===== config.mk =====
export PLATFORM = sky130hd
export DESIGN_NAME = rf_init_sweep
export DESIGN_NICKNAME = d
export VERILOG_FILES = /design/src/rtl/rf_cfg_pkg.sv /design/src/rtl/rf_types_pkg.sv /design/src/rtl/rf_init_sweep.sv
export SDC_FILE = /design/constraint.sdc
export NUM_CORES = 1
export LEC_CHECK = 0
export BUFFER_PORTS_ARGS = -buffer_cell sky130_fd_sc_hd__buf_2
export CELL_PAD_IN_SITES_DETAIL_PLACEMENT = 2
export CELL_PAD_IN_SITES_GLOBAL_PLACEMENT = 2
export CORE_ASPECT_RATIO = 1.75
export CORE_MARGIN = 4
export CORE_UTILIZATION = 14
export CTS_CLUSTER_SIZE = 25
export DETAILED_ROUTE_END_ITERATION = 12
export GPL_TIMING_DRIVEN = 0
export PLACE_DENSITY_LB_ADDON = 0.05
export SLEW_MARGIN = 0
export SYNTH_ARGS = -nofsm -noshare
export SYNTH_HDL_FRONTEND = slang
export SYNTH_SLANG_ARGS = --single-unit

===== constraint.sdc =====
create_clock -name clk -period 2.1 [get_ports clk]
set_input_delay 0.105 -clock clk [delete_from_list [all_inputs] [get_ports clk]]
set_output_delay 0.105 -clock clk [all_outputs]
set_load 0.005 [all_outputs]

===== src/rtl/rf_cfg_pkg.sv =====
// address layout is {row, half, tile} from msb to lsb; the bank row field is fixed at 4 bits
`default_nettype none

package rf_cfg_pkg;

  // register width used when the top level does not override it
  parameter int DEFAULT_DATA_WIDTH = 32;

  // tile index field, lowest bits of the register address
  parameter int DEFAULT_TILE_BITS = 2;

  // bank select inside a tile, sits just above the tile field
  parameter int HALF_BITS = 1;

  // row inside one bank; rf_row_ram is built for exactly 16 rows
  parameter int ROW_BITS = 4;

endpackage

`default_nettype wire


===== src/rtl/rf_types_pkg.sv =====
// control encodings only; values are internal and never cross the external ports
`default_nettype none

package rf_types_pkg;

  // zero-fill sequencer
  typedef enum logic
  {
    sweep_fill,
    sweep_done
  } sweep_state_e;

  // where a read port takes its data from
  typedef enum logic [1:0]
  {
    src_none,
    src_tile,
    src_const
  } read_src_e;

endpackage

`default_nettype wire


===== src/rtl/rf_init_sweep.sv =====
// zero-fills every address after reset through write port 0; external write1 must idle until ready
`timescale 1ns/1ps
`default_nettype none

module rf_init_sweep #(
  parameter int  DATA_WIDTH = rf_cfg_pkg::DEFAULT_DATA_WIDTH,
  parameter int  TILE_BITS  = rf_cfg_pkg::DEFAULT_TILE_BITS,
  localparam int ADDR_WIDTH = TILE_BITS + rf_cfg_pkg::HALF_BITS + rf_cfg_pkg::ROW_BITS
) (
  input  logic                  clk,
  input  logic                  rst,
  input  logic [ADDR_WIDTH-1:0] write0_addr,
  input  logic [DATA_WIDTH-1:0] write0_data,
  input  logic                  write0_en,
  output logic [ADDR_WIDTH-1:0] sweep_addr,
  output logic [DATA_WIDTH-1:0] sweep_data,
  output logic                  sweep_en,
  output logic                  ready
);
  import rf_types_pkg::*;

  sweep_state_e          state_q;
  logic [ADDR_WIDTH-1:0] count_q;

  always_ff @(posedge clk)
  begin
    if (rst)
    begin
      state_q <= sweep_fill;
      count_q <= '0;
    end
    else if (state_q == sweep_fill)
    begin
      count_q <= count_q + ADDR_WIDTH'(1);
      // last address written this cycle
      if (count_q == '1)
      begin
        state_q <= sweep_done;
      end
    end
  end

  // external port 0 is dropped while filling
  assign sweep_addr = (state_q == sweep_fill) ? count_q : write0_addr;
  assign sweep_data = (state_q == sweep_fill) ? '0 : write0_data;
  assign sweep_en   = (state_q == sweep_fill) || write0_en;
  assign ready      = (state_q == sweep_done);

  assert property (@(posedge clk) disable iff (rst)
    (state_q == sweep_fill && count_q == '1) |=> (state_q == sweep_done))
    else $error("sweep counter wrapped while still filling");

  assert property (@(posedge clk) disable iff (rst)
    ready |=> ready)
    else $error("ready dropped without a reset");

endmodule

`default_nettype wire


==> results of run 1 <==
Yosys cell counts (2+ instances only):
cell       n
clkbuf_1   4
xor2_1     3
mux2_2     6
buf_2      2
a21oi_1    2
nand2b_1   2
and2_1    32
dfxtp_1    8
nor2_1     7
sequential cells by signal (all words and copies together), names as in the netlist:
signal and flops:
count_q 7, ready 1
routing by layer:
metal,up-vias,GRT usage
li1,426,-
met1,412,0.09680
met2,48,0.1997
met3,4,0.02513
met4,0,0.04712
met5,-,0
cell type report:
| cell class | instances | area (µm²) | area share |
|---|---|---|---|
| Clock buffer | 3 | 41.29 | 0.03575 |
| Tap cell | 51 | 63.81 | 0.05525 |
| Multi-Input combinational cell | 66 | 459.2 | 0.3976 |
| Sequential cell | 8 | 160.2 | 0.1387 |
| Timing Repair Buffer | 81 | 405.4 | 0.3510 |
| Buffer | 6 | 25.02 | 0.02167 |
critical path, cell delays in order, from the launching register on:
cell,delay [ns]
dfxtp_1,0.33
buf_2,0.23
buf_2,0.27
mux2_2,0.36
buf_2,0.12
cells by family (layout without fill, tap and decap cells):
logic type / after synthesis / in the layout / synth area share
XOR/XNOR: 4 / 4 / 0.05438
multiplexers: 7 / 7 / 0.1204
flip-flops: 8 / 8 / 0.2485
buffers and inverters: 6 / 90 / 0.03883
AND/OR/NAND/NOR: 48 / 48 / 0.4602
AO/OA/AOI/OAI: 6 / 6 / 0.05826
adder cells (fa/ha/maj): 1 / 1 / 0.01941
how the worst max path moves through the flow:
stage | end | startpoint | cells after the start | slack (ns)
floorplan | sweep_addr[3] | ready$_SDFF_PP0_ | 3 | 0.91
finish | sweep_addr[3] | ready$_SDFF_PP0_ | 4 | 0.44
detailed placement | sweep_addr[3] | ready$_SDFF_PP0_ | 4 | 0.66
CTS | sweep_addr[3] | ready$_SDFF_PP0_ | 4 | 0.39
global route | sweep_addr[3] | ready$_SDFF_PP0_ | 4 | 0.30
global placement | sweep_addr[5] | ready$_SDFF_PP0_ | 4 | 0.66
per-stage QoR:
step / utilization / area, µm² / hold WS, ns
2_1_floorplan: - / 644.4 / 0.3007
3_3_place_gp: 0.2506 / 1114 / 0.4638
3_5_place_dp: 0.2506 / 1114 / 0.4790
4_1_cts: 0.2599 / 1155 / 0.2720
5_1_grt: 0.2599 / 1155 / 0.2908
6_report: 0.2599 / 1155 / 0.2644
placed cells by master, fill, tap and decap left out, drive strengths merged:
cell type  Yosys  layout
and4           1       1
a21oi          2       2
a31oi          1       1
a21o           1       1
dfxtp          8       8
nor2           7       7
xor2           3       3
mux2i          1       1
nand2          1       1
a31o           1       1
xnor2          1       1
and2          32      32
or3            1       1
clkbuf         4       7
mux2           6       6
nand2b         2       2
buf            2      83
o21ai          1       1
nor2b          2       2
ha             1       1
nand4b         2       2
power groups by stage:
stage                     clock [mW]  sequential [mW]  combinational [mW]
after floorplan                    0            0.166              0.0193
after global placement             0            0.167              0.0601
after detailed placement           0            0.168              0.0636
after CTS                      0.196            0.165              0.0640
after global routing           0.204            0.166              0.0712
final                          0.188            0.165              0.0618
==> impl_results.md, run 1 <==
* Leakage at approximately 0.7 nW
* Reg-to-Reg End: count_q[6]$_SDFFE_PP0N_
* DR WL/cell at between 10 and 15 µm
* Clk root buf: clkbuf_8
* Via count at 890
* Cells after DPL at 212
* P&R area growth vs syn at 79.22%
* IO buf count at 81
* Worst r2r path cells at 4
* GP Congestion at 0.6583
* Async SR Flop Fraction at 0
* First-pass DRT Iterations at 3
* Maximum clock frequency at about 600 MHz
* Final period utilization at 0.7894
* Setup crit end kind: output pin
* Setup tns final at 0 ns
* Worst setup margin at 0.4423 ns
* EDFF count, synth at 0
* Reg2reg start: count_q[0]$_SDFFE_PP0N_
* Status: finished, final reports clean
* Clock power frac at 0.454
* Total congestion overflow at 0
* TritonCTS Buffers at 3
* Fin crit period at roughly 1.7 ns
* Avg Inst Size Synth at ~8.1 µm²
* Slew headroom at 0.7080
* Met1 WL at roughly 1 mm
* N_diodes at 0
* Layout Cells excl Fill at roughly 220
* Die width at around 59 µm
* Clk_lat worst skew at 0.23 ns
* Worst min-delay path class: in2reg
* Arrival @ worst endpoint at approximately 1.6 ns
* Hold path start: rst
* Power per cell area at 359.1 nW/µm²
* NumNets Final at 209
* Clk buf depth at 2
* Initial antenna violation count at 0
* First-pass GRT wire length at around 4.6 mm
* DRC viols at 0
* Met2 WL at between 1.5 and 2 mm
* CP max FO at 10
* Worst vdd ir at around 0.19 mV
* CP required at roughly 2 ns
* Register bit total from synthesis at 8
* WHS Path Cells at 2
* Switch Pwr at ~90 µW
* Final ANT Viol Nets at 0
* TritonCTS Sinks at 8
* Final setup skew at about 0.0036 ns
* Uppermost routed layer: met4
* Yosys top cell area share at 0.3107
* Post-CTS Setup Repair Bufs at 0
* Top post-synthesis cells by area: and2_1 (31%), dfxtp_1 (25%), mux2_2 (10%)
* Fillers at about 540
* TritonCTS clock tree: built
* Largest net degree at the start of global routing at 11
* DP HPWL at between 2 and 3 mm
* Die Area at a little under 6000 µm²
* PostCTS Resize Cnt at 0
* Cell area after synthesis at around 640 µm²
* Vias in the first global route at about 940
* Synth warn at 0
* CTS hold repair buffers at 0
* Post-Syn Instances at 80
* Slew Limit Fails at 0
* Reg-to-reg slack, setup at ~0.81 ns
* Die Ht at approximately 100 µm
* Hold endpoint: ready$_SDFF_PP0_
* Final setup vio count at 0
* Met3 wire length at 284 µm
* Clk slew on worst S/H paths at approximately 0.040 ns
* # H-tree levels at 1
* Comb pwr share at 0.149
* Startpoint types: flop
* Via/cell ratio at 4.140
* Core box area at ~4400 µm²
* IO Pins at 83
* Share of the yosys chip area belonging to registers at 0.2485
* Sw Share at 0.2230
* Pre-CTS WS at approximately 0.66 ns
* Type of the worst setup path: reg2out
* Site Rows at 32
* Yosys top cell by area: and2_1
* Syn Nets at 123
* Initial core utilization at 0.1450
* Proportion of layout cells with a drive suffix above 1 at 0.5793
* Total power at 414.7 µW
* Predominant post-synthesis flop cell: dfxtp_1
* Seq pwr share at 0.397
* Final hold violation count at 0
* Gr usage total at 0.1044
* Distinct cells, synth at 23
* Internal power at around 320 µW
* RSZ-0062 raised after global routing: no
* Routed WL at approximately 3.0 mm
* DRT iter0 DRCs at 20
* Max-cap viol count at 0
* Measured slew at the worst slew-check pin at roughly 0.44 ns
Note: power is estimated with default switching activity, not from simulation.
==> run 2, diff against run 1 <==
CORE_UTILIZATION = 13   (was 14)
clock period = 1.7 ns   (was 2.1 ns; I/O delays follow)
==> run 2 against run 1 <==
  * First-iteration DRC count is 25% lower
  * Clock power is 24% higher
  * Die area is 6.8% higher
  * Total power is 24% higher
  * Register-to-register slack worse by 0.43 ns
  * Global-route usage is 1.2 points lower
  * Combinational power is 21% higher
  * Critical path type unchanged
  * Critical endpoint unchanged
  * Largest cell class unchanged
  * Largest power group unchanged
==> impl_results.md, run 2 (synthesis gave the netlist of run 1 again) <==
* Cells after DPL at 213
* Clk buf depth at 2
* IO buf count at 81
* Max-cap viol count at 0
* Commonest non-fill, non-tap cell in the layout: buf_2
* # H-tree levels at 1
* Worst vdd ir at 0.3447 mV
* Reg with most FFs: count_q
* Final period utilization at 0.9166
* Commonest non-fill, non-tap cells in the layout: buf_2 (81), and2_1 (32), dfxtp_1 (8)
* Routed WL at about 3.1 mm
* Clk_lat worst skew at roughly 0.23 ns
* TritonCTS Buffers at 3
* Initial antenna violation count at 0
* Setup tns final at 0 ns
* NumNets Final at between 200 and 250
* Slew Limit Fails at 0
* Core box area at ~4700 µm²
* Placed Area at between 1000 and 1500 µm²
* TritonCTS Sinks at 8
* CP max FO at 10
* Most Used Layer, Global Route: met2
* CTS hold repair buffers at 0
* Maximum clock frequency at about 640 MHz
* Die Ht at 101.1 µm
* Fillers at just over 600
* Layout Cells excl Fill at ~220
* Clk slew on worst S/H paths at about 0.04 ns
* Clk root buf: clkbuf_8
* Total power at roughly 500 µW
* Die width at 61.22 µm
* DP HPWL at approximately 2.7 mm
* Setup crit end kind: output pin
* CP required at 1.62 ns
* Via/cell ratio at around 4.1
* Initial core utilization at 0.1357
* N_diodes at 0
* Storage cell area at around 160 µm²
* Final setup skew at roughly 0.0034 ns
* Type of the worst setup path: reg2out
* Status: finished, final reports clean
* Total congestion overflow at 0
* Measured slew at the worst slew-check pin at 0.4058 ns
* Met2 GRT Util at 0.1811
* GP Congestion at between 0.6 and 0.7
* Die Area at 6191 µm²
* Power per cell area at about 440 nW/µm²
* Leakage at roughly 0.7 nW
* Proportion of layout cells with a drive suffix above 1 at 0.5793
* Final ANT Viol Nets at 0
* Multi-input gate area at approximately 460 µm²
* DRC viols at 0
* Via count at between 800 and 900
* Design area at ~1200 µm²
* Worst min-delay path class: in2reg
* Slew headroom at 0.7295
* Fin crit period at approximately 1.6 ns
* First-pass GRT wire length at ~4.4 mm
* P&R area growth vs syn at 80.19%
* Vias in the first global route at around 930
* DRT iter0 DRCs at 15
* Arrival @ worst endpoint at roughly 1.5 ns
* Pre-CTS WS at between 0.2 and 0.25 ns
* Met1 Usage GRT at 0.08923
* TritonCTS clock tree: built
* Site Rows at 33
* Final hold violation count at 0
* RSZ-0062 raised after global routing: no
* IO Pins at 83
* First-pass DRT Iterations at 2
* Final setup vio count at 0
* Worst setup margin at 0.1417 ns
* Largest register FFs at 7
* Gr usage total at 0.09202
* Largest net degree at the start of global routing at 11
* M3 GR Usage at 0.01403
* DR WL/cell at ~14 µm
* Startpoint types: flop
run 2: metal layers:
metal | up-vias | routed length (µm) | share of wire
li1 | 428 | - | -
met2 | 49 | 1708 | 0.56
met3 | 2 | 316 | 0.10
met4 | 0 | 13 | 0.0042
met5 | - | 0 | 0
met1 | 417 | 1026 | 0.33
run 2: final timing paths:
check / slack (ns) / depth (start not counted) / to / startpoint
setup / recovery: 0.14 / 4 / sweep_addr[3] / ready$_SDFF_PP0_
hold / removal: 0.22 / 2 / count_q[1]$_SDFFE_PP0N_ / rst
setup reg to reg: 0.38 / 4 / count_q[6]$_SDFFE_PP0N_ / count_q[0]$_SDFFE_PP0N_
hold reg to reg: 0.55 / 2 / count_q[5]$_SDFFE_PP0N_ / count_q[5]$_SDFFE_PP0N_
run 2: report_power, final:
| group | leakage (nW) | total, mW | switching (mW) | internal (mW) |
|---|---|---|---|---|
| Combinational | 0.618 | 0.0749 | 0.0257 | 0.0492 |
| Sequential | 0.0651 | 0.204 | 0.00880 | 0.195 |
| Clock | 0.0216 | 0.234 | 0.0801 | 0.154 |
run 2: layout make-up:
cell class	count	share of cell area
Clock buffer	3	0.03556
Timing Repair Buffer	81	0.3491
Sequential cell	8	0.1379
Buffer	6	0.02586
Tap cell	52	0.05603
Multi-Input combinational cell	66	0.3955
run 2: stage by stage:
stage                     hold WS, ns    util
after detailed placement       0.4410  0.2348
after floorplan                0.2607       -
after global placement         0.4237  0.2348
after CTS                      0.2407  0.2440
final                          0.2246  0.2445
after global routing           0.2544  0.2445
run 2: what timing repair did:
action / 4_1_cts / 5_1_grt
endpoints found under the setup margin: 3 / 3
gates resized for setup: 1 / 1
setup buffers: 0 / 0
run 2: worst max-delay path: stages (launching register included):
cell	delay (ns)
dfxtp_1	0.35
clkbuf_4	0.22
buf_4	0.20
mux2_2	0.34
buf_2	0.13
