===== config.mk =====
export PLATFORM = sky130hd
export DESIGN_NAME = rf_tile
export DESIGN_NICKNAME = d
export VERILOG_FILES = /design/src/rtl/rf_cfg_pkg.sv /design/src/rtl/rf_row_ram.sv /design/src/rtl/rf_tile.sv
export SDC_FILE = /design/constraint.sdc
export NUM_CORES = 2
export LEC_CHECK = 0
export BUFFER_PORTS_ARGS = -buffer_cell sky130_fd_sc_hd__buf_2
export CAP_MARGIN = 5
export CORE_ASPECT_RATIO = 1.4
export CORE_MARGIN = 8
export CORE_UTILIZATION = 40
export DETAILED_ROUTE_END_ITERATION = 16
export GPL_TIMING_DRIVEN = 1
export PLACE_DENSITY_LB_ADDON = 0.1
export RECOVER_POWER = 25
export SYNTH_ARGS = -nofsm -noshare
export SYNTH_HDL_FRONTEND = slang
export SYNTH_SLANG_ARGS = --single-unit

===== constraint.sdc =====
create_clock -name clk -period 4.7 [get_ports clk]
set_input_delay 0.705 -clock clk [delete_from_list [all_inputs] [get_ports clk]]
set_output_delay 0.705 -clock clk [all_outputs]
set_load 0.1 [all_outputs]

===== src/rtl/rf_cfg_pkg.sv =====
// address layout is {row, half, tile} from msb to lsb; the bank row field is fixed at 4 bits
`default_nettype none

package rf_cfg_pkg;

  // register width used when the top level does not override it
  parameter int DEFAULT_DATA_WIDTH = 32;

  // tile index field, lowest bits of the register address
  parameter int DEFAULT_TILE_BITS = 2;

  // bank select inside a tile, sits just above the tile field
  parameter int HALF_BITS = 1;

  // row inside one bank; rf_row_ram is built for exactly 16 rows
  parameter int ROW_BITS = 4;

endpackage

`default_nettype wire


===== src/rtl/rf_row_ram.sv =====
// 16-row bank, write first; data follows the array live, advance enables only gate the rows
`timescale 1ns/1ps
`default_nettype none

module rf_row_ram #(
  parameter int DATA_WIDTH = rf_cfg_pkg::DEFAULT_DATA_WIDTH
) (
  input  logic                            clk,
  input  logic                            rst,
  input  logic                            read_advance,
  input  logic                            retire_advance,
  input  logic [rf_cfg_pkg::ROW_BITS-1:0] read0_row,
  input  logic [rf_cfg_pkg::ROW_BITS-1:0] read1_row,
  input  logic [rf_cfg_pkg::ROW_BITS-1:0] retire_row,
  output logic [DATA_WIDTH-1:0]           read0_data,
  output logic [DATA_WIDTH-1:0]           read1_data,
  output logic [DATA_WIDTH-1:0]           retire_data,
  input  logic [rf_cfg_pkg::ROW_BITS-1:0] write0_row,
  input  logic [DATA_WIDTH-1:0]           write0_data,
  input  logic                            write0_en,
  input  logic [rf_cfg_pkg::ROW_BITS-1:0] write1_row,
  input  logic [DATA_WIDTH-1:0]           write1_data,
  input  logic                            write1_en
);
  import rf_cfg_pkg::*;

  localparam int ROW_COUNT = 1 << ROW_BITS;

  logic [DATA_WIDTH-1:0] mem [ROW_COUNT];

  logic [ROW_BITS-1:0] read0_row_q;
  logic [ROW_BITS-1:0] read1_row_q;
  logic [ROW_BITS-1:0] retire_row_q;

  always_ff @(posedge clk)
  begin
    if (rst)
    begin
      read0_row_q  <= '0;
      read1_row_q  <= '0;
      retire_row_q <= '0;
    end
    else
    begin
      if (read_advance)
      begin
        read0_row_q <= read0_row;
        read1_row_q <= read1_row;
      end
      // retire side runs on its own enable
      if (retire_advance)
      begin
        retire_row_q <= retire_row;
      end
    end
  end

  // port 1 last, so it wins a same-row collision
  always_ff @(posedge clk)
  begin
    if (write0_en)
    begin
      mem[write0_row] <= write0_data;
    end
    if (write1_en)
    begin
      mem[write1_row] <= write1_data;
    end
  end

  assign read0_data  = mem[read0_row_q];
  assign read1_data  = mem[read1_row_q];
  assign retire_data = mem[retire_row_q];

endmodule

`default_nettype wire


===== src/rtl/rf_tile.sv =====
// one tile of two banks; hit flags are registered with the rows, const override lives in the merge
`timescale 1ns/1ps
`default_nettype none

module rf_tile #(
  parameter int  DATA_WIDTH = rf_cfg_pkg::DEFAULT_DATA_WIDTH,
  parameter int  TILE_BITS  = rf_cfg_pkg::DEFAULT_TILE_BITS,
  parameter int  TILE_INDEX = 0,
  localparam int ADDR_WIDTH = TILE_BITS + rf_cfg_pkg::HALF_BITS + rf_cfg_pkg::ROW_BITS
) (
  input  logic                  clk,
  input  logic                  rst,
  input  logic                  read_advance,
  input  logic                  retire_advance,
  input  logic [ADDR_WIDTH-1:0] read0_addr,
  input  logic [ADDR_WIDTH-1:0] read1_addr,
  input  logic [ADDR_WIDTH-1:0] retire_addr,
  output logic                  read0_hit,
  output logic                  read1_hit,
  output logic                  retire_hit,
  output logic [DATA_WIDTH-1:0] read0_data,
  output logic [DATA_WIDTH-1:0] read1_data,
  output logic [DATA_WIDTH-1:0] retire_data,
  input  logic [ADDR_WIDTH-1:0] write0_addr,
  input  logic [DATA_WIDTH-1:0] write0_data,
  input  logic                  write0_en,
  input  logic [ADDR_WIDTH-1:0] write1_addr,
  input  logic [DATA_WIDTH-1:0] write1_data,
  input  logic                  write1_en
);
  import rf_cfg_pkg::*;

  localparam int ROW_LSB = TILE_BITS + HALF_BITS;
  localparam logic [TILE_BITS-1:0] TILE_ID = TILE_BITS'(TILE_INDEX);

  logic write0_en_a;
  logic write0_en_b;
  logic write1_en_a;
  logic write1_en_b;

  logic read0_hit_q;
  logic read1_hit_q;
  logic retire_hit_q;
  logic read0_half_q;
  logic read1_half_q;
  logic retire_half_q;

  logic [DATA_WIDTH-1:0] a_read0_data;
  logic [DATA_WIDTH-1:0] a_read1_data;
  logic [DATA_WIDTH-1:0] a_retire_data;
  logic [DATA_WIDTH-1:0] b_read0_data;
  logic [DATA_WIDTH-1:0] b_read1_data;
  logic [DATA_WIDTH-1:0] b_retire_data;

  function automatic logic tile_match(input logic [ADDR_WIDTH-1:0] addr);
    return addr[TILE_BITS-1:0] == TILE_ID;
  endfunction

  // half bit low selects bank A
  assign write0_en_a = write0_en && tile_match(write0_addr) && !write0_addr[TILE_BITS];
  assign write0_en_b = write0_en && tile_match(write0_addr) && write0_addr[TILE_BITS];
  assign write1_en_a = write1_en && tile_match(write1_addr) && !write1_addr[TILE_BITS];
  assign write1_en_b = write1_en && tile_match(write1_addr) && write1_addr[TILE_BITS];

  always_ff @(posedge clk)
  begin
    if (rst)
    begin
      read0_hit_q   <= 1'b0;
      read1_hit_q   <= 1'b0;
      retire_hit_q  <= 1'b0;
      read0_half_q  <= 1'b0;
      read1_half_q  <= 1'b0;
      retire_half_q <= 1'b0;
    end
    else
    begin
      if (read_advance)
      begin
        read0_hit_q  <= tile_match(read0_addr);
        read1_hit_q  <= tile_match(read1_addr);
        read0_half_q <= read0_addr[TILE_BITS];
        read1_half_q <= read1_addr[TILE_BITS];
      end
      if (retire_advance)
      begin
        retire_hit_q  <= tile_match(retire_addr);
        retire_half_q <= retire_addr[TILE_BITS];
      end
    end
  end

  rf_row_ram #(
    .DATA_WIDTH(DATA_WIDTH)
  ) bank_a_inst (
    .clk            (clk),
    .rst            (rst),
    .read_advance   (read_advance),
    .retire_advance (retire_advance),
    .read0_row      (read0_addr[ADDR_WIDTH-1:ROW_LSB]),
    .read1_row      (read1_addr[ADDR_WIDTH-1:ROW_LSB]),
    .retire_row     (retire_addr[ADDR_WIDTH-1:ROW_LSB]),
    .read0_data     (a_read0_data),
    .read1_data     (a_read1_data),
    .retire_data    (a_retire_data),
    .write0_row     (write0_addr[ADDR_WIDTH-1:ROW_LSB]),
    .write0_data    (write0_data),
    .write0_en      (write0_en_a),
    .write1_row     (write1_addr[ADDR_WIDTH-1:ROW_LSB]),
    .write1_data    (write1_data),
    .write1_en      (write1_en_a)
  );

  rf_row_ram #(
    .DATA_WIDTH(DATA_WIDTH)
  ) bank_b_inst (
    .clk            (clk),
    .rst            (rst),
    .read_advance   (read_advance),
    .retire_advance (retire_advance),
    .read0_row      (read0_addr[ADDR_WIDTH-1:ROW_LSB]),
    .read1_row      (read1_addr[ADDR_WIDTH-1:ROW_LSB]),
    .retire_row     (retire_addr[ADDR_WIDTH-1:ROW_LSB]),
    .read0_data     (b_read0_data),
    .read1_data     (b_read1_data),
    .retire_data    (b_retire_data),
    .write0_row     (write0_addr[ADDR_WIDTH-1:ROW_LSB]),
    .write0_data    (write0_data),
    .write0_en      (write0_en_b),
    .write1_row     (write1_addr[ADDR_WIDTH-1:ROW_LSB]),
    .write1_data    (write1_data),
    .write1_en      (write1_en_b)
  );

  assign read0_hit   = read0_hit_q;
  assign read1_hit   = read1_hit_q;
  assign retire_hit  = retire_hit_q;
  assign read0_data  = read0_half_q ? b_read0_data : a_read0_data;
  assign read1_data  = read1_half_q ? b_read1_data : a_read1_data;
  assign retire_data = retire_half_q ? b_retire_data : a_retire_data;

  // an unknown address on an enabled write would steer it into neither or both banks
  assert property (@(posedge clk) disable iff (rst)
    write0_en |-> !$isunknown(write0_addr))
    else $error("tile %0d: write0 enabled with an unknown address", TILE_INDEX);

  assert property (@(posedge clk) disable iff (rst)
    write1_en |-> !$isunknown(write1_addr))
    else $error("tile %0d: write1 enabled with an unknown address", TILE_INDEX);

endmodule

`default_nettype wire


==> results.py <==
metrics = {
    "sta": {
        "final.setup.worst_slack_ns": 0.110,
        "post-route-min-period_ns": 4.59,
        "tightest_slew_ns": 3.79,
        "slew_headroom": -1.53,
        "rsz0062_at_grt": "false",
        "fin_tns_setup_ns": 0,
        "fin_crit_sh": 0.977,
        "drv_slew": 572,
        "max_freq_mhz": 218,
        "clock_skew_ns": 0.0120,
        "finalSetupViolCount": 0,
        "hold_viol_final": 0,
    },
    "cts": {
        "ctsHoldBuffers": 0,
        "cts_tree": "built",
        "clkTransAtPathRegs_ns": 0.06,
        "cts.path.max_buffers": 3,
        "cts-root-buf": "clkbuf_16",
        "clkSinkCount": 1054,
        "clk_latency_ns": 0.79,
        "numCtsBuffers": 120,
        "cts_resized": 0,
        "htree_num_levels": 3,
        "post-cts-setup-buffers": 0,
    },
    "logic_synthesis": {
        "synthCells": 5995,
        "ys_top_cells_by_count": "mux2i_1 (1,554), edfxtp_1 (1,024), mux2_2 (1,024)",
        "ys_seq_elements": 1054,
        "synth_most_common_cell": "mux2i_1",
        "yosysTopAreaCell": "edfxtp_1",
        "synth_edf_count": 1024,
        "ys_seq_area_frac": 0.441,
        "synth.top_cell.area_share": 0.433,
        "yosysWarnings": 0,
        "synth.area.top_cells": "edfxtp_1 (43%), mux2i_1 (22%), mux2_2 (16%)",
        "ys_types": 31,
        "avgSynthCellArea_um2": 11.9,
        "syn-num-nets": 6100,
        "ys.flop_type": "edfxtp_1",
        "ys_async_sr_fraction": 0,
        "syn_area_um2": 71100,
    },
    "global_routing": {
        "grt_max_degree": 72,
        "antenna_found_initial": 20,
        "grt_pass1_wl_um": 434000,
        "grt_use_total": 0.318,
        "grt_pass1_vias": 55100,
        "grt_overflow": 0,
    },
    "placement": {
        "io_buffers": 203,
        "dp.cells": 8079,
        "dp_slack_ns": 0.342,
        "dp_hpwl_um": 185000,
        "postPlaceCellArea_um2": 75700,
        "globalplace.congestion": 0.868,
    },
    "finish": {
        "final_nets": 5994,
        "drive_above_1_share": 0.284,
        "fin_util": 0.448,
        "design_area_um2": 79200,
        "synthToLayoutAreaGrowth_pct": 11.5,
        "stdcell_count": 8305,
    },
    "critical_path": {
        "required_ns": 3.99,
        "crit_arrival_ns": 3.89,
        "cp_common_cell": "buf_12",
        "crit_type": "flip-flop to output port",
        "slowest_stage": "nor2b_4",
        "crit_path_end_kind": "output port",
        "worstPathMaxFanout": 25,
        "crit_chain": "nor2b_4 > buf_12 > a22o_1 > nor3_1 > a31oi_1 > nand3_1 > buf_12",
        "max_stage_delay_ns": 0.80,
        "cp-start-kind": "flip-flop",
        "timing.reg2reg.worst_path_depth": 2,
        "r2r_setup_slack_ns": 3.69,
        "reg2reg_from": "bank_b_inst.read0_row_q[2]",
    },
    "route": {
        "ant_nets": 0,
        "firstDrtPassIters": 6,
        "viasPerCell": 6.59,
        "drtIter0Drc": 5742,
        "vias": 54700,
        "drc_errors": 0,
        "wl_per_cell_um": 38.2,
        "finalWirelength_um": 317000,
    },
    "floorplan": {
        "die_h_um": 515,
        "dieArea_um2": 192000,
        "num_rows": 183,
        "core_area_um2": 177000,
        "start_util": 0.402,
        "io_pins": 204,
        "die_x_um": 372,
    },
    "status": {
        "status": "complete, but fails checks",
        "violations": "max-capacitance violations, max-slew violations",
    },
    "pwr": {
        "p_leak_uw": 0.0260,
        "power_density_nw_per_um2": 315,
        "ir_drop_uv": 312,
    },
    "job": {
        "maxCapViolCount": 25,
    },
    "hold_path": {
        "hold_path_depth": 3,
        "hold_end": "read1_half_q",
        "hp-start": "read1_addr[2]",
        "hold_path.class": "input port to flip-flop",
    },
}
-- area by class of cell --
cell class                 instances  area, um^2
sequential                      1054       31400
antenna                            7        17.5
clock inverter                    63         557
clock buffer                     156        3280
multi-input combinational       4266       37300
timing repair buffer             447        3820
tap                             2312        2890
fill                           16500       97800
-- worst max-delay path by stage --
stage / start / endpoint / slack (ns) / cells past startpoint
6_report: flip-flop / read1_data[25] / 0.11 / 7
4_1_cts: flip-flop / retire_data[16] / 0.12 / 8
3_5_place_dp: write0_addr[2] / bank_a_inst.mem[5][5] / 0.34 / 6
3_3_place_gp: write0_addr[2] / bank_a_inst.mem[5][6] / 0.39 / 6
5_1_grt: flip-flop / retire_data[16] / 0.002 / 8
2_1_floorplan: write0_addr[2] / bank_a_inst.mem[3][0] / 0.50 / 3
-- worst max-delay path, delay by kind of cell, from the launching register on --
kind | cells | cell delay, ns
compound gates | 2 | 0.72
flops | 1 | 0.46
simple gates | 3 | 1.24
buf+inv | 2 | 0.61
-- per-layer routing --
metal  part of all wire  global-route usage
met1               0.39               0.389
met5            0.00021                   0
met2               0.48               0.532
met4              0.066               0.178
met3              0.070              0.0504
-- power by group --
part           leakage [uW]  switching, uW  internal [uW]
Sequential          0.00946           88.0          10400
Combinational        0.0147           3370           1500
Clock               0.00187           4260           5330
Total                0.0260           7720          17200
-- state kept, by name, summed over array words and instances (netlist names), 4 cells and up, named ones only --
| register | count |
|---|---|
| bank_a_inst.mem | 512 |
| bank_a_inst.read1_row_q | 4 |
| bank_a_inst.retire_row_q | 4 |
| bank_b_inst.mem | 512 |
| bank_b_inst.read0_row_q | 4 |
-- stage by stage --
stage | power [uW] | hold WS [ns]
2_1_floorplan | 13900 | 0.463
3_3_place_gp | 15500 | 0.472
3_5_place_dp | 15500 | 0.488
4_1_cts | 25000 | 0.116
5_1_grt | 25500 | 0.177
6_report | 24900 | 0.167
-- cells by family after synthesis --
family,share of synthesized area
AOI/OAI and AO/OA,0.0854
buffers and inverters,0.0406
DFF,0.441
muxes,0.381
and+or+nand+nor,0.0517
-- cells in the final DEF, fill, tap and decap left out, drive strengths merged, types with 10 or more instances in the layout --
| cell | count |
|---|---|
| o21bai | 10 |
| a22o | 192 |
| edfxtp | 1024 |
| mux2 | 1024 |
| nor2 | 35 |
| mux2i | 1554 |
| nor3 | 108 |
| nand2 | 317 |
| clkinv | 47 |
| nor2b | 10 |
| buf | 427 |
| a22oi | 288 |
| dfxtp | 30 |
| nand3 | 293 |
| a21oi | 288 |
| o21ai | 22 |
| clkbuf | 176 |
| a31oi | 96 |
| nand2b | 16 |
Note: power is estimated with default switching activity, not from simulation.
