**src/rtl/rf_cfg_pkg.sv**
```systemverilog
// address layout is {row, half, tile} from msb to lsb; the bank row field is fixed at 4 bits
`default_nettype none

package rf_cfg_pkg;

  // register width used when the top level does not override it
  parameter int DEFAULT_DATA_WIDTH = 32;

  // tile index field, lowest bits of the register address
  parameter int DEFAULT_TILE_BITS = 2;

  // bank select inside a tile, sits just above the tile field
  parameter int HALF_BITS = 1;

  // row inside one bank; rf_row_ram is built for exactly 16 rows
  parameter int ROW_BITS = 4;

endpackage

`default_nettype wire

```
**src/rtl/rf_types_pkg.sv**
```systemverilog
// control encodings only; values are internal and never cross the external ports
`default_nettype none

package rf_types_pkg;

  // zero-fill sequencer
  typedef enum logic
  {
    sweep_fill,
    sweep_done
  } sweep_state_e;

  // where a read port takes its data from
  typedef enum logic [1:0]
  {
    src_none,
    src_tile,
    src_const
  } read_src_e;

endpackage

`default_nettype wire

```
**src/rtl/rf_read_merge.sv**
```systemverilog
// picks const or the hitting tile per port; no hit and no const gives zero, retire never uses const
`timescale 1ns/1ps
`default_nettype none

module rf_read_merge #(
  parameter int  DATA_WIDTH = rf_cfg_pkg::DEFAULT_DATA_WIDTH,
  parameter int  TILE_BITS  = rf_cfg_pkg::DEFAULT_TILE_BITS,
  localparam int NUM_TILES  = 1 << TILE_BITS
) (
  input  logic                            clk,
  input  logic                            rst,
  input  logic                            read_advance,
  input  logic                            read0_const_en,
  input  logic [DATA_WIDTH-1:0]           read0_const,
  input  logic                            read1_const_en,
  input  logic [DATA_WIDTH-1:0]           read1_const,
  input  logic [NUM_TILES-1:0]            read0_hit,
  input  logic [NUM_TILES-1:0]            read1_hit,
  input  logic [NUM_TILES-1:0]            retire_hit,
  input  logic [NUM_TILES*DATA_WIDTH-1:0] tile_read0_data,
  input  logic [NUM_TILES*DATA_WIDTH-1:0] tile_read1_data,
  input  logic [NUM_TILES*DATA_WIDTH-1:0] tile_retire_data,
  output logic [DATA_WIDTH-1:0]           read0_data,
  output logic [DATA_WIDTH-1:0]           read1_data,
  output logic [DATA_WIDTH-1:0]           retire_data
);
  import rf_types_pkg::*;

  logic                  read0_const_en_q;
  logic                  read1_const_en_q;
  logic [DATA_WIDTH-1:0] read0_const_q;
  logic [DATA_WIDTH-1:0] read1_const_q;
  read_src_e             read0_src;
  read_src_e             read1_src;

  function automatic logic [DATA_WIDTH-1:0] pick_tile(
    input logic [NUM_TILES-1:0]            hit,
    input logic [NUM_TILES*DATA_WIDTH-1:0] data
  );
    logic [DATA_WIDTH-1:0] result;
    result = '0;
    for (int t = 0; t < NUM_TILES; t++)
    begin
      if (hit[t])
      begin
        result = result | data[t*DATA_WIDTH +: DATA_WIDTH];
      end
    end
    return result;
  endfunction

  function automatic read_src_e choose_src(input logic const_en, input logic any_hit);
    if (const_en)
    begin
      return src_const;
    end
    return any_hit ? src_tile : src_none;
  endfunction

  // captured on the same edge as the tile addresses
  always_ff @(posedge clk)
  begin
    if (rst)
    begin
      read0_const_en_q <= 1'b0;
      read1_const_en_q <= 1'b0;
    end
    else if (read_advance)
    begin
      read0_const_en_q <= read0_const_en;
      read1_const_en_q <= read1_const_en;
    end
  end

  always_ff @(posedge clk)
  begin
    if (read_advance)
    begin
      read0_const_q <= read0_const;
      read1_const_q <= read1_const;
    end
  end

  assign read0_src = choose_src(read0_const_en_q, |read0_hit);
  assign read1_src = choose_src(read1_const_en_q, |read1_hit);

  always_comb
  begin
    case (read0_src)
      src_const: read0_data = read0_const_q;
      src_tile:  read0_data = pick_tile(read0_hit, tile_read0_data);
      default:   read0_data = '0;
    endcase
    case (read1_src)
      src_const: read1_data = read1_const_q;
      src_tile:  read1_data = pick_tile(read1_hit, tile_read1_data);
      default:   read1_data = '0;
    endcase
  end

  assign retire_data = pick_tile(retire_hit, tile_retire_data);

  // tiles decode independently, so only one may claim a port
  assert property (@(posedge clk) disable iff (rst) $onehot0(read0_hit))
    else $error("read0: more than one tile hit");
  assert property (@(posedge clk) disable iff (rst) $onehot0(read1_hit))
    else $error("read1: more than one tile hit");
  assert property (@(posedge clk) disable iff (rst) $onehot0(retire_hit))
    else $error("retire: more than one tile hit");

endmodule

`default_nettype wire

```
**config.mk**
```make
export PLATFORM = sky130hd
export DESIGN_NAME = rf_read_merge
export DESIGN_NICKNAME = d
export VERILOG_FILES = /design/src/rtl/rf_cfg_pkg.sv /design/src/rtl/rf_types_pkg.sv /design/src/rtl/rf_read_merge.sv
export SDC_FILE = /design/constraint.sdc
export NUM_CORES = 1
export LEC_CHECK = 0
export BUFFER_PORTS_ARGS = -buffer_cell sky130_fd_sc_hd__buf_4
export CAP_MARGIN = 10
export CORE_AREA = 4 4 217 219
export CTS_CLUSTER_SIZE = 8
export DETAILED_ROUTE_END_ITERATION = 10
export DIE_AREA = 0 0 221 223
export PLACE_DENSITY = 0.34
export RECOVER_POWER = 100
export SYNTH_ARGS = -nofsm -noshare
export SYNTH_HDL_FRONTEND = slang
export SYNTH_SLANG_ARGS = --single-unit
```
**constraint.sdc**
```tcl
create_clock -name clk -period 2.7 [get_ports clk]
set_input_delay 0.405 -clock clk [delete_from_list [all_inputs] [get_ports clk]]
set_output_delay 0.405 -clock clk [all_outputs]
set_load 0.005 [all_outputs]
```
==> out/metrics.cfg, run 1 <==
[placement]
gp_congestion=0.931
port_buffers=560
place_inst=1598
hpwlAfterDp_um=35300

[drt]
routed_wl_um=41700
viasPerCell=4.13
vias=6746
drtIter0Drc=256
drc=0
wl_per_cell_um=25.5
ant_nets=0
drt-pass1-iter-count=4

[final_layout]
final.fill_count=5144
final_cells=1634
finalNetCount=1474
seq_area_um2=1960
multi_input_area_um2=2340
area_delta_synth_final_pct=106
drive_above_1_share_pct=56.4

[critical_path]
critPathCaptureType=output port
required_ns=2.30
critPathSlowestCell=o41ai_1
arrival_ns=1.94
start_kind=input port
worstPathMaxFanout=33
path_class=in -> out
worstPathCellList=buf_4 -> o41ai_1 -> clkbuf_2 -> o21ai_0 -> clkbuf_1
slowest_delay_ns=0.46

[status]
status=finished clean

[synthesis]
synthesis.nets=949
synth_edf_count=64
yosysTopAreaCell=edfxtp_1
async_flop_share_pct=0
synth_ff_type=edfxtp_1
syn-cell-area_um2=4670
avgSynthCellArea_um2=9.65
yosysWarnings=0
post-synth-top-count-cell=nand2_1
yosys-top-cells-area=edfxtp_1 41%, a221oi_1 12%, a22o_1 12%
yosys-top-cells-count=96 x nand2_1, 64 x a221oi_1, 64 x a22o_1, 64 x a22oi_1, 64 x edfxtp_1
netlist.area_leader.share_pct=41.2
syn_inst=484
ys_ff_latch=66
ys_seq_area_share_pct=42.0
synth.distinct_cells=16

[sta]
hold_viol=0
setup_viol=0
post-route-period-util_pct=86.9
rsz0062_at_grt=false
max_slew_margin_pct=5.79
skew_ns=0
worst_slew_pin_slew_ns=1.41
tns_ns=0
layout_min_cycle_time_ns=2.35
slew_violations=0
fmax_ghz=0.426

[floorplan]
initial_core_util_pct=10.4
core_region_area_um2=45100
io_pins=561
rows=78
die_h_um=223
die_w_um=221
dieArea_um2=49300

[job]
maxCapViolCount=0

[cts]
clock-sinks=66
clock-root-buffer=clkbuf_16
post_cts_resized=0
cts_tree=yes
cts_buffers=9
worstSkewPairLatency_ns=0.37
htree_levels=3
clock_tree.buffer_depth=2
path_clk_slew_ns=0.06
postCtsSetupBuffers=0
cts_hold_buf=0

[grt]
antenna_found_initial=21
grt_pass1_vias=7488
grtUsageTotal_pct=16.0
overflow=0
grt_pass1_wl_um=56700
grt_max_degree=34

[min_path]
min_path_type=in -> reg

[pwr]
vdd_drop_max_uv=280
p_int_mw=2.70
p_switching_mw=1.13
seq_power_share_pct=32.4
switching_share_pct=29.5
p_per_area_nw_per_um2=398
power_frac_comb_pct=34.5
p_clk_share_pct=33.1
power.leakage_nw=4.23

## through the flow
step / total power, mW / util [%] / cell area [um2] / hold slack, ns / setup slack, ns
3_3_place_gp: 2.67 / 20.9 / 9430 / 0.574 / 0.498
6_report: 3.83 / 21.3 / 9620 / 0.196 / 0.354
5_1_grt: 4.07 / 21.3 / 9600 / 0.173 / 0.218
4_1_cts: 4.02 / 21.6 / 9730 / 0.153 / 0.334
2_1_floorplan: 1.68 / - / 4670 / 0.477 / 1.02
3_5_place_dp: 2.67 / 20.9 / 9430 / 0.577 / 0.426
## layout make-up
class	instances	area share, %
Tap cell	600	7.80
Clock inverter	7	0.806
Timing Repair Buffer	572	43.7
Multi-Input combinational cell	358	24.3
Antenna cell	20	0.520
Inverter	2	0.0780
Sequential cell	66	20.4
Clock buffer	9	2.34
## cell usage in the layout, fill, tap and decap left out, types with 3 or more instances in the layout
cell type,instances
a22oi_1,64
clkbuf_1,20
nand2_1,96
a221oi_1,64
o21ai_0,60
o21ai_2,3
clkbuf_4,85
diode_2,20
clkbuf_16,9
clkbuf_2,4
buf_4,463
edfxtp_1,64
clkinv_4,3
a22o_1,64
## sequential cells by signal, indices dropped and copies added (netlist names)
register,count
read0_const_en_q,1
read0_const_q,32
read1_const_en_q,1
read1_const_q,32
## power by group through the flow
stage	logic (mW)	clock network, mW	registers [mW]
2_1_floorplan	0.433	0	1.25
3_3_place_gp	1.41	0	1.26
3_5_place_dp	1.41	0	1.26
4_1_cts	1.41	1.37	1.24
5_1_grt	1.43	1.39	1.25
6_report	1.32	1.27	1.24
## kinds of logic after synthesis
| logic type | count (synthesis) | synth area share (%) |
|---|---|---|
| AOI/OAI and AO/OA | 258 | 43.2 |
| buffers and inverters | 60 | 6.51 |
| DFF | 66 | 42.0 |
| muxes | 2 | 0.429 |
| and+or+nand+nor | 98 | 7.88 |
## worst paths after layout
path	startpoint	end	slack, ns	depth (start not counted)
worst max-delay path	read0_hit[0]	read0_data[17]	0.35	5
worst min-delay path	rst	read1_const_en_q	0.20	2
worst max register to register	read0_const_en_q	read0_const_en_q	1.40	3
worst min register to register	read1_const_en_q	read1_const_en_q	0.86	3
## critical path, delay by kind of cell
kind            cells  cell delay [ns]
compound gates      2             0.64
buf+inv             3             0.82
## layer usage
layer / up-vias / wire [um] / track usage, %
li1: 3061 / - / -
met1: 3220 / 14700 / 16.2
met2: 417 / 21900 / 29.4
met3: 46 / 3650 / 6.28
met4: 2 / 1400 / 6.80
met5: - / 13 / 0
No activity file was read; power rests on OpenSTA's default activity.
==> run 2: changes to the inputs <==
--- a/config.mk
+++ b/config.mk
@@ -7,11 +7,11 @@
 export LEC_CHECK = 0
 export BUFFER_PORTS_ARGS = -buffer_cell sky130_fd_sc_hd__buf_4
 export CAP_MARGIN = 10
-export CORE_AREA = 4 4 217 219
+export CORE_AREA = 4 4 218 220
 export CTS_CLUSTER_SIZE = 8
 export DETAILED_ROUTE_END_ITERATION = 10
-export DIE_AREA = 0 0 221 223
-export PLACE_DENSITY = 0.34
+export DIE_AREA = 0 0 222 224
+export PLACE_DENSITY = 0.35
 export RECOVER_POWER = 100
 export SYNTH_ARGS = -nofsm -noshare
 export SYNTH_HDL_FRONTEND = slang
==> constraint.sdc (replaced) <==
create_clock -name clk -period 2.1 [get_ports clk]
set_input_delay 0.315 -clock clk [delete_from_list [all_inputs] [get_ports clk]]
set_output_delay 0.315 -clock clk [all_outputs]
set_load 0.005 [all_outputs]
==> run 2 against run 1 <==
  * First-iteration DRC count up 28%
  * Die area grew 0.90%
  * Hold slack got worse by 0.056 ns
  * Flip-flop and latch count did not move
  * Sequential power is 28% higher
  * Critical path depth is the same
  * Largest power group unchanged
  * Sequential share of layout area shrank 0.38 points
  * Critical path type unchanged
  * Global-route usage shrank 0.23 points
  * Non-clock buffer count rose by 17
  * Final cell count is 0.98% higher
  * Clock power is 34% higher
==> out/metrics.cfg, run 2 (synthesis gave the netlist of run 1 again) <==
[status]
status=finished clean

[critical_path]
r2r_cells=3  ; unchanged
critPathCaptureType=output port
arrival_ns=1.65  ; -0.29 ns
required_ns=1.78  ; -0.52 ns
worstPathMaxFanout=32  ; -3.0%
start_kind=input port
path_class=in -> out

[final_layout]
final_common_cell=buf_4
layout_common_cells=468 x buf_4, 96 x nand2_1, 90 x clkbuf_4
finalNetCount=1491  ; +1.2%
multi_input_area_um2=2360  ; +1.1%
drive_above_1_share_pct=56.5  ; +0.14 points
final_cells=1650  ; +0.98%
finish.instance_area_um2=9800  ; +1.9%
final.fill_count=5098  ; -0.89%
seq_area_um2=1960  ; unchanged
reg_top3=read0_const_q: 32 flops, read1_const_q: 32 flops
area_delta_synth_final_pct=110

[floorplan]
dieArea_um2=49700  ; +0.90%
die_h_um=224  ; +0.45%
initial_core_util_pct=10.3  ; -0.045 points
die_w_um=222  ; +0.45%
rows=78  ; unchanged
core_region_area_um2=45300  ; +0.43%
io_pins=561  ; unchanged

[placement]
hpwlAfterDp_um=34900  ; -1.2%
placedInstanceArea_um2=9600  ; +1.8%
place_inst=1615  ; +1.1%
gp_congestion=0.957  ; +2.8%
port_buffers=560  ; unchanged

[sta]
max_slew_margin_pct=41.7  ; +36 points
setup_viol=0  ; unchanged
worst_slew_pin_slew_ns=0.875  ; -0.538 ns
fmax_ghz=0.509
layout_min_cycle_time_ns=1.96
rsz0062_at_grt=false
skew_ns=0  ; unchanged
slew_violations=0  ; unchanged
post-route-period-util_pct=93.5
hold_viol=0  ; unchanged
tns_ns=0  ; unchanged

[grt]
overflow=0  ; unchanged
use_met3_pct=6.09  ; -0.18 points
grt_max_degree=33  ; -2.9%
grtUsageTotal_pct=15.8  ; -0.23 points
grt_pass1_vias=7365  ; -1.6%
grt_pass1_wl_um=56100  ; -1.1%
grt_busiest_layer=met2
grt_use_met2_pct=27.8  ; -1.6 points
use_met1_pct=16.4  ; +0.16 points
antenna_found_initial=23  ; +9.5%

[cts]
cts_hold_buf=0  ; unchanged
cts_tree=yes
htree_levels=3  ; unchanged
clock_tree.buffer_depth=2  ; unchanged
clock-sinks=66  ; unchanged
postCtsSetupBuffers=0  ; unchanged
cts_buffers=9  ; unchanged
path_clk_slew_ns=0.06  ; about the same
clock-root-buffer=clkbuf_16
worstSkewPairLatency_ns=0.36  ; about the same
post_cts_resized=0  ; unchanged

[drt]
drtIter0Drc=327  ; +28%
routed_wl_um=41600  ; -0.23%
viasPerCell=4.09  ; -1.0%
drt-pass1-iter-count=5  ; +1
ant_nets=0  ; unchanged
wl_per_cell_um=25.2  ; -1.2%
drc=0  ; unchanged
vias=6743  ; -0.044%

[pwr]
vdd_drop_max_uv=374  ; +33%
power.leakage_nw=4.33  ; +2.4%
p_per_area_nw_per_um2=516  ; +30%

[job]
maxCapViolCount=0  ; unchanged

[min_path]
min_path_type=in -> reg
hold_depth=2  ; unchanged

## run 2: cell count changes in the layout (fill, tap and decap cells not counted), sizes merged
cell,before,now
buf,463,471
bufinv,1,2
clkbuf,118,128
clkinvlp,1,0
diode,20,19
inv,3,2
## run 2: critical path: stages
cell and delay, ns:
buf_4 0.24, o41ai_2 0.48, buf_12 0.25, o21ai_0 0.17, buf_4 0.17
## run 2: where the power goes
group	internal [mW]	switching, mW	total (mW)
Combinational	1.02	0.754	1.77
Sequential	1.56	0.0298	1.59
Clock	1.03	0.665	1.70
## run 2: cell type report
cell class / count / share of cell area, %
repair buffers: 589 / 44.5
multi-input cells: 358 / 24.1
flip-flops and latches: 66 / 20.0
well taps: 600 / 7.66
clock buffers: 10 / 2.34
clock inverters: 6 / 0.830
diodes: 19 / 0.485
inverters: 2 / 0.0766
## run 2: worst paths after layout
path / from / to / slack (ns)
max: read1_hit[0] / read1_data[22] / 0.14
min: rst / read1_const_en_q / 0.14
min reg2reg: read1_const_en_q / read1_const_en_q / 0.73
max reg2reg: read0_const_en_q / read0_const_en_q / 1.13
## run 2: metal layers
metal	part of all wire [%]	vias to the layer above
met5	0.14	-
met4	3.6	8
met3	8.9	48
met2	52	417
met1	36	3176
li1	-	3094
## run 2: per-stage QoR
stage               total power [mW]  setup WS [ns]  hold slack, ns  utilization [%]
global route                    5.37         0.0607           0.115             21.6
floorplan                       2.16          0.597           0.387                -
finish                          5.06          0.136           0.139             21.6
global placement                3.49          0.193           0.494             21.2
detailed placement              3.49          0.157           0.494             21.2
CTS                             5.28          0.158          0.0991             21.9
